**src/include/noc_macros.svh**
```systemverilog
`ifndef NOC_MACROS_SVH
`define NOC_MACROS_SVH

// Router geometry
`define NOC_PORTS 5
`define PORT_IDX_W 3

// Flit layout with the type field on top of the payload
`define FLIT_ID_W 3
`define LEN_W 12
`define FLIT_W (`FLIT_ID_W + `LEN_W)

// Flit type codes
`define FLIT_HEAD 3'd1
`define FLIT_BODY 3'd2
`define FLIT_TAIL 3'd3

`define FIFO_DEPTH 4

`endif

```
**src/nocPkg.sv**
```systemverilog
`include "noc_macros.svh"

package nocPkg;

  // Flit type field, header body or tail
  typedef logic [`FLIT_ID_W-1:0] flitIdT;

  // Hold length in cycles, or payload data
  typedef logic [`LEN_W-1:0] lenT;

  typedef logic [`FLIT_W-1:0] flitT;

  // Port order L N E W S from zero
  typedef logic [`PORT_IDX_W-1:0] portIdxT;

  // Grant states follow idle in port order
  typedef enum logic [2:0] {
    idle   = 3'd0,
    grantL = 3'd1,
    grantN = 3'd2,
    grantE = 3'd3,
    grantW = 3'd4,
    grantS = 3'd5
  } arbStateT;

endpackage

```
**src/holdTimer.sv**
```systemverilog
`timescale 1ns/1ps
`include "noc_macros.svh"

module holdTimer (
  input  logic         clk,
  input  logic         rst,
  input  nocPkg::flitT headFlit,
  input  logic         run,
  output logic         timesUp
);

  nocPkg::flitIdT flitId;
  nocPkg::lenT    limit;
  nocPkg::lenT    count;

  assign flitId  = headFlit[`FLIT_W-1 -: `FLIT_ID_W];
  assign timesUp = (count == limit);

  always_ff @(posedge clk)
  begin
    if (rst)
    begin
      limit <= '0;
      count <= '0;
    end
    else
    begin
      if (flitId == `FLIT_HEAD && !run)
      begin
        limit <= headFlit[`LEN_W-1:0];   // Header payload is the hold length
      end
      if (!run)
      begin
        count <= '0;
      end
      else if (!timesUp)
      begin
        count <= count + 1'b1;   // Stops at the limit
      end
    end
  end

endmodule

```
**src/inputPort.sv**
```systemverilog
`timescale 1ns/1ps
`include "noc_macros.svh"

module inputPort (
  input  logic         clk,
  input  logic         rst,
  input  logic         inReq,
  input  nocPkg::flitT inFlit,
  output logic         inAck,
  input  logic         pop,
  output logic         portReq,
  output nocPkg::flitT headFlit
);

  localparam int PtrW = $clog2(`FIFO_DEPTH);
  localparam int CntW = $clog2(`FIFO_DEPTH + 1);

  nocPkg::flitT    mem [`FIFO_DEPTH];
  logic [PtrW-1:0] wrPtr;
  logic [PtrW-1:0] rdPtr;
  logic [CntW-1:0] count;
  logic            full;
  logic            push;

  function automatic logic [PtrW-1:0] nextPtr(input logic [PtrW-1:0] ptr);
    if (ptr == PtrW'(`FIFO_DEPTH - 1))
      return '0;
    return ptr + 1'b1;
  endfunction

  assign full     = (count == CntW'(`FIFO_DEPTH));
  assign push     = inReq && !inAck && !full;   // Fresh request and room left
  assign portReq  = (count != '0);
  assign headFlit = mem[rdPtr];

  always_ff @(posedge clk)
  begin
    if (push)
    begin
      mem[wrPtr] <= inFlit;
    end
  end

  always_ff @(posedge clk)
  begin
    if (rst)
    begin
      inAck <= 1'b0;
      wrPtr <= '0;
      rdPtr <= '0;
      count <= '0;
    end
    else
    begin
      if (push)
      begin
        inAck <= 1'b1;
        wrPtr <= nextPtr(wrPtr);
      end
      else if (!inReq)
      begin
        inAck <= 1'b0;   // Sender has released its request
      end
      if (pop)
      begin
        rdPtr <= nextPtr(rdPtr);
      end
      count <= count + CntW'(push) - CntW'(pop);
    end
  end

  // A push never overwrites an entry still waiting to be read
  noOverwrite: assert property (@(posedge clk) disable iff (rst)
    push |-> wrPtr != rdPtr || count == '0);

  // The link sender never pops an empty buffer
  popNotEmpty: assert property (@(posedge clk) disable iff (rst)
    pop |-> portReq);

endmodule

```
**src/linkSender.sv**
```systemverilog
`timescale 1ns/1ps
`include "noc_macros.svh"

module linkSender (
  input  logic                  clk,
  input  logic                  rst,
  input  logic [`NOC_PORTS-1:0] grant,
  input  logic                  grantValid,
  input  nocPkg::flitT          headFlit [`NOC_PORTS],
  output logic                  outReq,
  input  logic                  outAck,
  output nocPkg::flitT          outFlit,
  output logic [`NOC_PORTS-1:0] popPort,
  output logic                  busy
);

  typedef enum logic [1:0] {
    sendIdle,
    sendReq,
    sendRelease,
    sendPop
  } sendStateT;

  sendStateT             state;
  logic                  grantFresh;
  logic                  launch;
  logic [`NOC_PORTS-1:0] source;
  nocPkg::flitT          granted;

  always_comb
  begin
    granted = '0;
    for (int p = 0; p < `NOC_PORTS; p++)
    begin
      if (grant[p])
      begin
        granted = headFlit[p];
      end
    end
  end

  // Launch only on a grant decided after the last pop
  assign launch  = (state == sendIdle) && grantFresh && grantValid;
  assign busy    = (state != sendIdle) || grantFresh;
  assign popPort = (state == sendPop) ? source : '0;

  always_ff @(posedge clk)
  begin
    if (rst)
    begin
      state      <= sendIdle;
      outReq     <= 1'b0;
      grantFresh <= 1'b0;
    end
    else
    begin
      case (state)
        sendIdle:
        begin
          grantFresh <= !grantFresh;   // Arbiter decides while low
          if (launch)
          begin
            outReq <= 1'b1;
            state  <= sendReq;
          end
        end
        sendReq:
          if (outAck)
          begin
            outReq <= 1'b0;
            state  <= sendRelease;
          end
        sendRelease:
          if (!outAck)
            state <= sendPop;
        default:
          state <= sendIdle;   // Pop pulse lasts this one cycle
      endcase
    end
  end

  always_ff @(posedge clk)
  begin
    if (launch)
    begin
      outFlit <= granted;
      source  <= grant;
    end
  end

  // Link flit still matches the granted head until the receiver has taken it
  outFlitStable: assert property (@(posedge clk) disable iff (rst)
    outReq |-> outFlit == granted && source == grant);

endmodule

```
**src/outputArbiter.sv**
```systemverilog
`timescale 1ns/1ps
`include "noc_macros.svh"

module outputArbiter (
  input  logic                  clk,
  input  logic                  rst,
  input  logic [`NOC_PORTS-1:0] portReq,
  input  nocPkg::flitT          headFlit [`NOC_PORTS],
  input  logic                  busy,
  output logic [`NOC_PORTS-1:0] grant,
  output logic                  grantValid
);

  nocPkg::arbStateT      state;
  nocPkg::arbStateT      nextState;
  nocPkg::portIdxT       holder;
  nocPkg::portIdxT       afterHolder;
  logic                  keepGrant;
  logic [`NOC_PORTS-1:0] run;
  logic [`NOC_PORTS-1:0] timesUp;

  function automatic nocPkg::arbStateT stateOf(input nocPkg::portIdxT idx);
    return nocPkg::arbStateT'(idx + 1'b1);
  endfunction

  // First requester at or after start, wrapping past South
  function automatic nocPkg::arbStateT firstFrom(
    input logic [`NOC_PORTS-1:0] req,
    input nocPkg::portIdxT       start
  );
    nocPkg::arbStateT pick;
    int               idx;
    pick = nocPkg::idle;
    for (int i = `NOC_PORTS - 1; i >= 0; i--)
    begin
      idx = (int'(start) + i) % `NOC_PORTS;
      if (req[idx])
      begin
        pick = stateOf(nocPkg::portIdxT'(idx));   // Nearest one wins
      end
    end
    return pick;
  endfunction

  assign holder = (state == nocPkg::idle) ? '0 : nocPkg::portIdxT'(state) - 1'b1;
  assign afterHolder = (holder == nocPkg::portIdxT'(`NOC_PORTS - 1)) ? '0 : holder + 1'b1;
  assign grantValid = (state != nocPkg::idle);

  always_comb
  begin
    grant = '0;
    if (state != nocPkg::idle)
    begin
      grant[holder] = 1'b1;
    end
  end

  always_comb
  begin
    keepGrant = 1'b0;
    run       = '0;
    nextState = state;
    if (state == nocPkg::idle)
    begin
      nextState = firstFrom(portReq, '0);
    end
    else
    begin
      keepGrant   = portReq[holder] && !timesUp[holder];
      run[holder] = busy || keepGrant;   // Count through the flit in flight
      if (!keepGrant)
      begin
        nextState = firstFrom(portReq, afterHolder);
      end
    end
  end

  always_ff @(posedge clk)
  begin
    if (rst)
      state <= nocPkg::idle;
    else if (!busy)
      state <= nextState;   // Grants move only between flits
  end

  for (genvar p = 0; p < `NOC_PORTS; p++)
  begin : gTimer
    holdTimer timer (
      .clk     (clk),
      .rst     (rst),
      .headFlit(headFlit[p]),
      .run     (run[p]),
      .timesUp (timesUp[p])
    );
  end

  // Grant is one-hot exactly while a port holds the link
  grantOneHot: assert property (@(posedge clk) disable iff (rst)
    grantValid ? $onehot(grant) : grant == '0);

  // The granted port was requesting when the decision was taken
  grantHadRequest: assert property (@(posedge clk) disable iff (rst)
    grantValid && $changed(grant) |-> ($past(portReq) & grant) != '0);

endmodule

```
**src/routerOutput.sv**
```systemverilog
`timescale 1ns/1ps
`include "noc_macros.svh"

module routerOutput (
  input  logic                  clk,
  input  logic                  rst,
  input  logic [`NOC_PORTS-1:0] inReq,
  input  nocPkg::flitT          inFlit [`NOC_PORTS],
  output logic [`NOC_PORTS-1:0] inAck,
  output logic                  outReq,
  input  logic                  outAck,
  output nocPkg::flitT          outFlit
);

  logic [`NOC_PORTS-1:0] portReq;
  logic [`NOC_PORTS-1:0] popPort;
  logic [`NOC_PORTS-1:0] grant;
  logic                  grantValid;
  logic                  busy;
  nocPkg::flitT          headFlit [`NOC_PORTS];

  // One buffer per port in L N E W S order
  for (genvar p = 0; p < `NOC_PORTS; p++)
  begin : gPort
    inputPort inPort (
      .clk     (clk),
      .rst     (rst),
      .inReq   (inReq[p]),
      .inFlit  (inFlit[p]),
      .inAck   (inAck[p]),
      .pop     (popPort[p]),
      .portReq (portReq[p]),
      .headFlit(headFlit[p])
    );
  end

  outputArbiter arbiter (
    .clk       (clk),
    .rst       (rst),
    .portReq   (portReq),
    .headFlit  (headFlit),
    .busy      (busy),
    .grant     (grant),
    .grantValid(grantValid)
  );

  linkSender sender (
    .clk       (clk),
    .rst       (rst),
    .grant     (grant),
    .grantValid(grantValid),
    .headFlit  (headFlit),
    .outReq    (outReq),
    .outAck    (outAck),
    .outFlit   (outFlit),
    .popPort   (popPort),
    .busy      (busy)
  );

endmodule

```
**config.mk**
```make
export PLATFORM = sky130hd
export DESIGN_NAME = routerOutput
export DESIGN_NICKNAME = d
export VERILOG_FILES = /design/src/nocPkg.sv /design/src/holdTimer.sv /design/src/inputPort.sv /design/src/linkSender.sv /design/src/outputArbiter.sv /design/src/routerOutput.sv
export VERILOG_INCLUDE_DIRS = /design/src /design/src/include
export SDC_FILE = /design/constraint.sdc
export NUM_CORES = 1
export LEC_CHECK = 0
export ABC_CLOCK_PERIOD_IN_PS = 5100
export CORE_MARGIN = 4
export CORE_UTILIZATION = 55
export CTS_CLUSTER_SIZE = 16
export DETAILED_ROUTE_END_ITERATION = 7
export DONT_BUFFER_PORTS = 1
export PLACE_DENSITY = 0.72
export REMOVE_ABC_BUFFERS = 1
export SLEW_MARGIN = 40
export SYNTH_ARGS = -nofsm -noshare
export SYNTH_HDL_FRONTEND = slang
export SYNTH_HIERARCHICAL = 1
export SYNTH_SLANG_ARGS = --single-unit
```
**constraint.sdc**
```tcl
create_clock -name clk -period 5.1 [get_ports clk]
set_clock_uncertainty 0.05 [all_clocks]
set_input_delay 0 -clock clk [delete_from_list [all_inputs] [get_ports clk]]
set_output_delay 0 -clock clk [all_outputs]
set_load 0.03 [all_outputs]
```
Yosys cells after proc, flatten, opt, wreduce, memory -nomap -nowiden --
Memory sizes are Yosys's and may differ from the RTL's. A register that Yosys moved wholly into a read port is not among the register bits. Index checks and enable logic that the tools add are counted.
Cells by class: add/subtract/negate cells 36, divide/modulo/power cells 5, magnitude comparators 7, equal/unequal tests 38, mux-type cells 130, bitwise logic cells 7, reductions and logical operators 56
Operators by type and width (number):
- 32-bit by 5-bit less-than comparator with 1-bit output, second input constant | 5
- 32-bit by 4-bit modulo with 32-bit output, second input constant | 4
- 15-bit two-way mux | 5
- 2-bit two-way mux | 33
- 1-bit two-way mux | 65
- 12-bit by 1-bit adder with 12-bit output, second input constant | 5
- 12-bit equality test | 5
- 3-bit two-way mux | 14
- 4-bit by 4-bit modulo with 32-bit output, second input constant | 1
- 2-bit equality test, second input constant | 12
- 1-bit binary-select mux with 3-bit select | 7
- 2-bit by 1-bit adder with 2-bit output, second input constant | 10
- 1-bit logical AND | 19
- 3-bit by 1-bit adder with 3-bit output, second input constant | 6
- 3-bit equality test, second input constant | 6
- 3-bit nonzero test | 6
- 1-bit zero test | 17
- 3-bit by 1-bit adder with 3-bit output | 5
- 3-bit by 1-bit equality test with 1-bit output, second input constant | 5
- 5-bit two-way mux | 3
- 3-bit by 1-bit subtractor with 3-bit output | 5
- 2-bit by 1-bit inequality test with 1-bit output, second input constant | 7
- 2-bit OR reduction | 5
- 3-bit by 2-bit adder with 4-bit output, second input constant | 2
- other kinds (18) | 27
Word-level totals: register bits after elaboration 187, bits in writable memories 300, output and inout bits 21, logic and storage cells 320, memories kept 5
Memories:
- gPort[0].inPort.mem | words 4, width 15, rd ports 1, clocked after memory_dff 1, write ports 1, line inputPort.sv:18 | nocPkg::flitT mem [`FIFO_DEPTH];
- gPort[1].inPort.mem | words 4, width 15, rd ports 1, clocked after memory_dff 1, write ports 1, line inputPort.sv:18
- gPort[2].inPort.mem | words 4, width 15, rd ports 1, clocked after memory_dff 1, write ports 1, line inputPort.sv:18
- gPort[3].inPort.mem | words 4, width 15, rd ports 1, clocked after memory_dff 1, write ports 1, line inputPort.sv:18
- gPort[4].inPort.mem | words 4, width 15, rd ports 1, clocked after memory_dff 1, write ports 1, line inputPort.sv:18

Longest topological paths before layout --
depth in word-level cells 16, depth in mapped cells 20

By module --
The synthesis kept the hierarchy.
By module, submodules not included:
- inputPort | times used 5, cells an instance 131, area an instance 2688.8 um2
- holdTimer | times used 5, cells an instance 134, area an instance 1116.1 um2
- outputArbiter | times used 1, cells an instance 237, area an instance 1626.6 um2
- linkSender | times used 1, cells an instance 143, area an instance 1437.6 um2

Worst setup path before layout --
OpenSTA, ideal clock, no wires.
path type register to register, start point register arbiter.state[2], end point register arbiter.state[0], setup time 0.120 ns, data arrival time 3.838 ns, required time 4.930 ns, setup slack 1.092 ns, stages on the path, launching flop included 20, buffers on the path 5, period minus slack after synthesis 4.008 ns, path through dfxtp_1 > buf_4 > buf_2 > buf_1 > o21ai_0 > ha_1 > buf_2 > clkbuf_1 > o21ai_0 > a22oi_1 > o32ai_1 > ha_1 > a21o_1 > o311ai_1 > nand2_1 > a211oi_1 > and2_1 > nor4_1 > o21a_1 > o31a_1
On the way: cells in the longest elaborated chain, start to end 16, elaborated cells between the ends (all ways) 50, classes of those cells 11 x add/sub; 5 x div; 2 x eq/ne; 28 x mux; 4 x reduce/logical
RTL lines:
- from (decl) | line outputArbiter.sv:14 | nocPkg::arbStateT state;
- from (signal assigned) | line outputArbiter.sv:81 | state <= nocPkg::idle;
- from (signal assigned) | line outputArbiter.sv:83 | state <= nextState;
- 3-bit by 1-bit subtractor with 3-bit output or 3-bit zero test (tied branches) | line outputArbiter.sv:45, outputArbiter.sv:63
- 3-bit two-way mux | line outputArbiter.sv:45 | assign holder = (state == nocPkg::idle) ? '0 : nocPkg::portIdxT'(state) - 1'b1;
- 3-bit by 1-bit adder with 3-bit output or 3-bit equality test (tied branches) | line outputArbiter.sv:46 | assign afterHolder = (holder == nocPkg::portIdxT'(`NOC_PORTS - 1)) ? '0 : holder + 1'b1;
- 3-bit two-way mux | line outputArbiter.sv:46
- 3-bit by 3-bit adder with 4-bit output | line outputArbiter.sv:36 | idx = (int'(start) + i) % `NOC_PORTS;
- 32-bit by 4-bit modulo with 32-bit output (no source line)
- 1-bit binary-select mux with 3-bit select | line outputArbiter.sv:37 | if (req[idx])
- 1-bit two-way mux (not written as such) (2 in a row) | line outputArbiter.sv:37
- 3-bit two-way mux (5 in a row) | line outputArbiter.sv:37
- 3-bit two-way mux | line outputArbiter.sv:71 | if (!keepGrant)
- 3-bit two-way mux | line outputArbiter.sv:63 | if (state == nocPkg::idle)
Parallel ways exist; a longest one is shown, timed or not. The select of a mux whose other input is x is not followed. A chain may end at the register's enable or synchronous reset.

Worst setup path in the final report --
start point register arbiter.state[0], end point register arbiter.state[1]
The elaborated chain is that of the path after synthesis.

==> qor.txt <==
EDFF count, synth = 320
placed cells = 2163
area fraction in compound gates after synthesis = 0.0856
Async SR Flop Fraction = 0
Starting Density = 0.556
Slew HR = 0.440
main combinational cell family by area after synthesis = simple AND/OR/NAND/NOR gates
Core Footprint = 0.0397 sq mm
CTS max path bufs = 3
Max Freq = 0.218 GHz
die height = 208 um
WP data arrival = 5.01 ns
most frequent cells after synthesis = edfxtp_1, nand2_1, dfxtp_1, a21oi_1, mux4_2
Peak supply drop = 387 uV
post-synthesis cell type count = 84
critical path peak fanout = 20
Layout Cells excl Fill = 2342
post-synthesis sequential area ratio = 0.595
Synth area leaders = edfxtp_1, dfxtp_1, mux4_2
Remaining DRCs = 0
antenna-violating nets left = 0
Synth Area per Inst = 13.0 sq um
layout cell share with drive strength beyond 1 = 0.145
initial antenna violation count = 0
Setup Fix Bufs, Post-CTS = 0
Tcrit/Tclk final = 0.900
Fin Setup TNS = 0 ns
Die W = 208 um
xor-xnor portion of the synthesized cell area = 0.0293
Vias = 14.0k
area growth from synthesis to layout = 13.4%
status = finished, final reports clean
Hold Violations, Final = 0
worst endpoint required time = 5.52 ns
crit end category = flip-flop
routability cong. = 0.862
Pleak = 0.00826 uW
mux cell area share after synthesis = 0.0884
Port Buffers = 0
num rows = 73
nets = 1917
most common cell in the synthesized netlist = edfxtp_1
post-synthesis simple-gate area fraction = 0.132
GRT Residual Overflow = 0
count of cells resized by post-cts repair = 0
Gate Count Post-Synth = 1705
Pwr Total = 11900 uW
Ys Warns = 6
H-Tree Depth = 2
Ant. Diodes = 0
Clock Sinks = 497
Final Slew Violations = 0
worst-margin pin slew = 0.839 ns
num ports = 104
CTS clk-pin slew, worst paths = 0.07 ns
post-DR wirelength/cell = 20.9 um
DRT Pass-1 Iters = 5
Hold Path Class = input port to flip-flop
post-DP HPWL = 32500 um
post-synthesis register bit count = 497
clk_lat worst skew = 0.58 ns
max cap viols = 0
fin util = 0.631
clock root buffer = clkbuf_16
number of hold buffers added after CTS = 84
GRT Total Usage = 0.223
CTS tree = yes
RSZ-0062 raised after global routing = false
post-synthesis cell area = 0.0221 sq mm
Vias per Instance = 5.98
Adder-Cell Fraction of Synth Area = 0.0351
Worst Setup Start Kind = flip-flop
die area = 0.0434 sq mm
initial DRC count = 1214
minimum clock period = 4.59 ns
WS Path Type = flip-flop to flip-flop
final wirelength = 49000 um
first-pass GRT wire length = 77700 um
CTS Buf Count = 50
Power Dens Cells = 475 mW/mm^2
post-synth top area share = 0.435
Top FF cell, synth = edfxtp_1
vias in the first global route = 13.8k
final setup violation count = 0
largest net degree at the start of global routing = 126
top cell type by total area after synthesis = edfxtp_1
-- path summary, 6_finish.rpt --
| check | from | end | slack (ns) | cells after the start |
|---|---|---|---|---|
| hold reg to reg | arbiter/gTimer[2].timer/limit[1] | arbiter/gTimer[2].timer/limit[1] | 0.42 | 2 |
| setup reg to reg | arbiter/state[0] | arbiter/state[1] | 0.51 | 15 |
| hold / removal | inFlit[46] | gPort[1].inPort/mem[0][1] | 0.09 | 1 |
| setup / recovery | arbiter/state[0] | arbiter/state[1] | 0.51 | 15 |
-- through the flow --
| step | worst slack (ns) | instance area (sq um) | hold WS [ns] |
|---|---|---|---|
| after floorplan | 0.585 | 21500 | 0.0124 |
| after global placement | 0.622 | 22300 | 0.0276 |
| after detailed placement | 0.643 | 22400 | 0.0323 |
| after CTS | 0.639 | 25000 | 0.0545 |
| after global routing | 0.182 | 25100 | 0.0834 |
| final | 0.510 | 25100 | 0.0876 |
-- critical path, stage by stage (launching register included) --
cell and delay (ns):
dfxtp_1 0.75, and2_4 0.34, nor2_1 0.06, ha_1 0.57
o21ai_0 0.27, a22oi_1 0.09, o32ai_1 0.16, ha_1 0.24
nand2_1 0.06, o311ai_1 0.48, nand2_1 0.25, a211oi_1 0.39
and2_1 0.25, nor4_2 0.07, a222oi_1 0.33, o31ai_1 0.12
-- layout make-up --
class	instances	area (sq um)
clock buffers	65	1440
inverters	54	203
repair buffers	101	990
well taps	525	657
flip-flops and latches	497	13200
multi-input cells	1071	8220
clock inverters	29	380
fillers	2949	14700
-- registers in the layout, indices dropped and copies added (netlist names), 5 cells and up, named ones only --
register	cells
gPort.inPort/inAck	5
gPort.inPort/rdPtr	10
sender/outFlit	15
gPort.inPort/mem	300
arbiter/gTimer.timer/limit	60
gPort.inPort/wrPtr	10
arbiter/gTimer.timer/count	60
gPort.inPort/count	15
sender/source	5
-- per-layer routing --
| layer | part of all wire | track usage |
|---|---|---|
| met5 | 0 | 0 |
| met4 | 0.026 | 0.0659 |
| met3 | 0.059 | 0.0384 |
| met2 | 0.50 | 0.367 |
| met1 | 0.42 | 0.309 |
-- report_power, final --
part           leakage, uW  switching, uW  total, uW  internal, uW
sequential         0.00436            256       4920          4670
clock             0.000874           1550       3960          2410
combinational      0.00302           1880       3020          1140
total              0.00826           3690      11900          8220
-- logic make-up after synthesis --
kind of cell / after synthesis
buffers and inverters: 137
AND/OR/NAND/NOR: 537
XOR/XNOR: 74
adder cells (fa/ha/maj): 59
flip-flops: 497
multiplexers: 98
AO/OA/AOI/OAI: 303
-- layout by cell type (no fill, tap or decap), types with 17 or more instances in the layout --
cell type,count
edfxtp_1,320
nand2_1,179
dfxtp_1,171
a21oi_1,144
dlygate4sd3_1,83
mux4_2,76
xnor2_1,63
nor2_1,59
ha_1,54
clkbuf_16,53
inv_1,48
o21ai_0,44
or3_1,36
nand3_1,32
nand4_1,31
nor2b_1,25
nor3_1,19
a31oi_1,17
o31ai_1,17
Power figures use the tool's default switching activity.
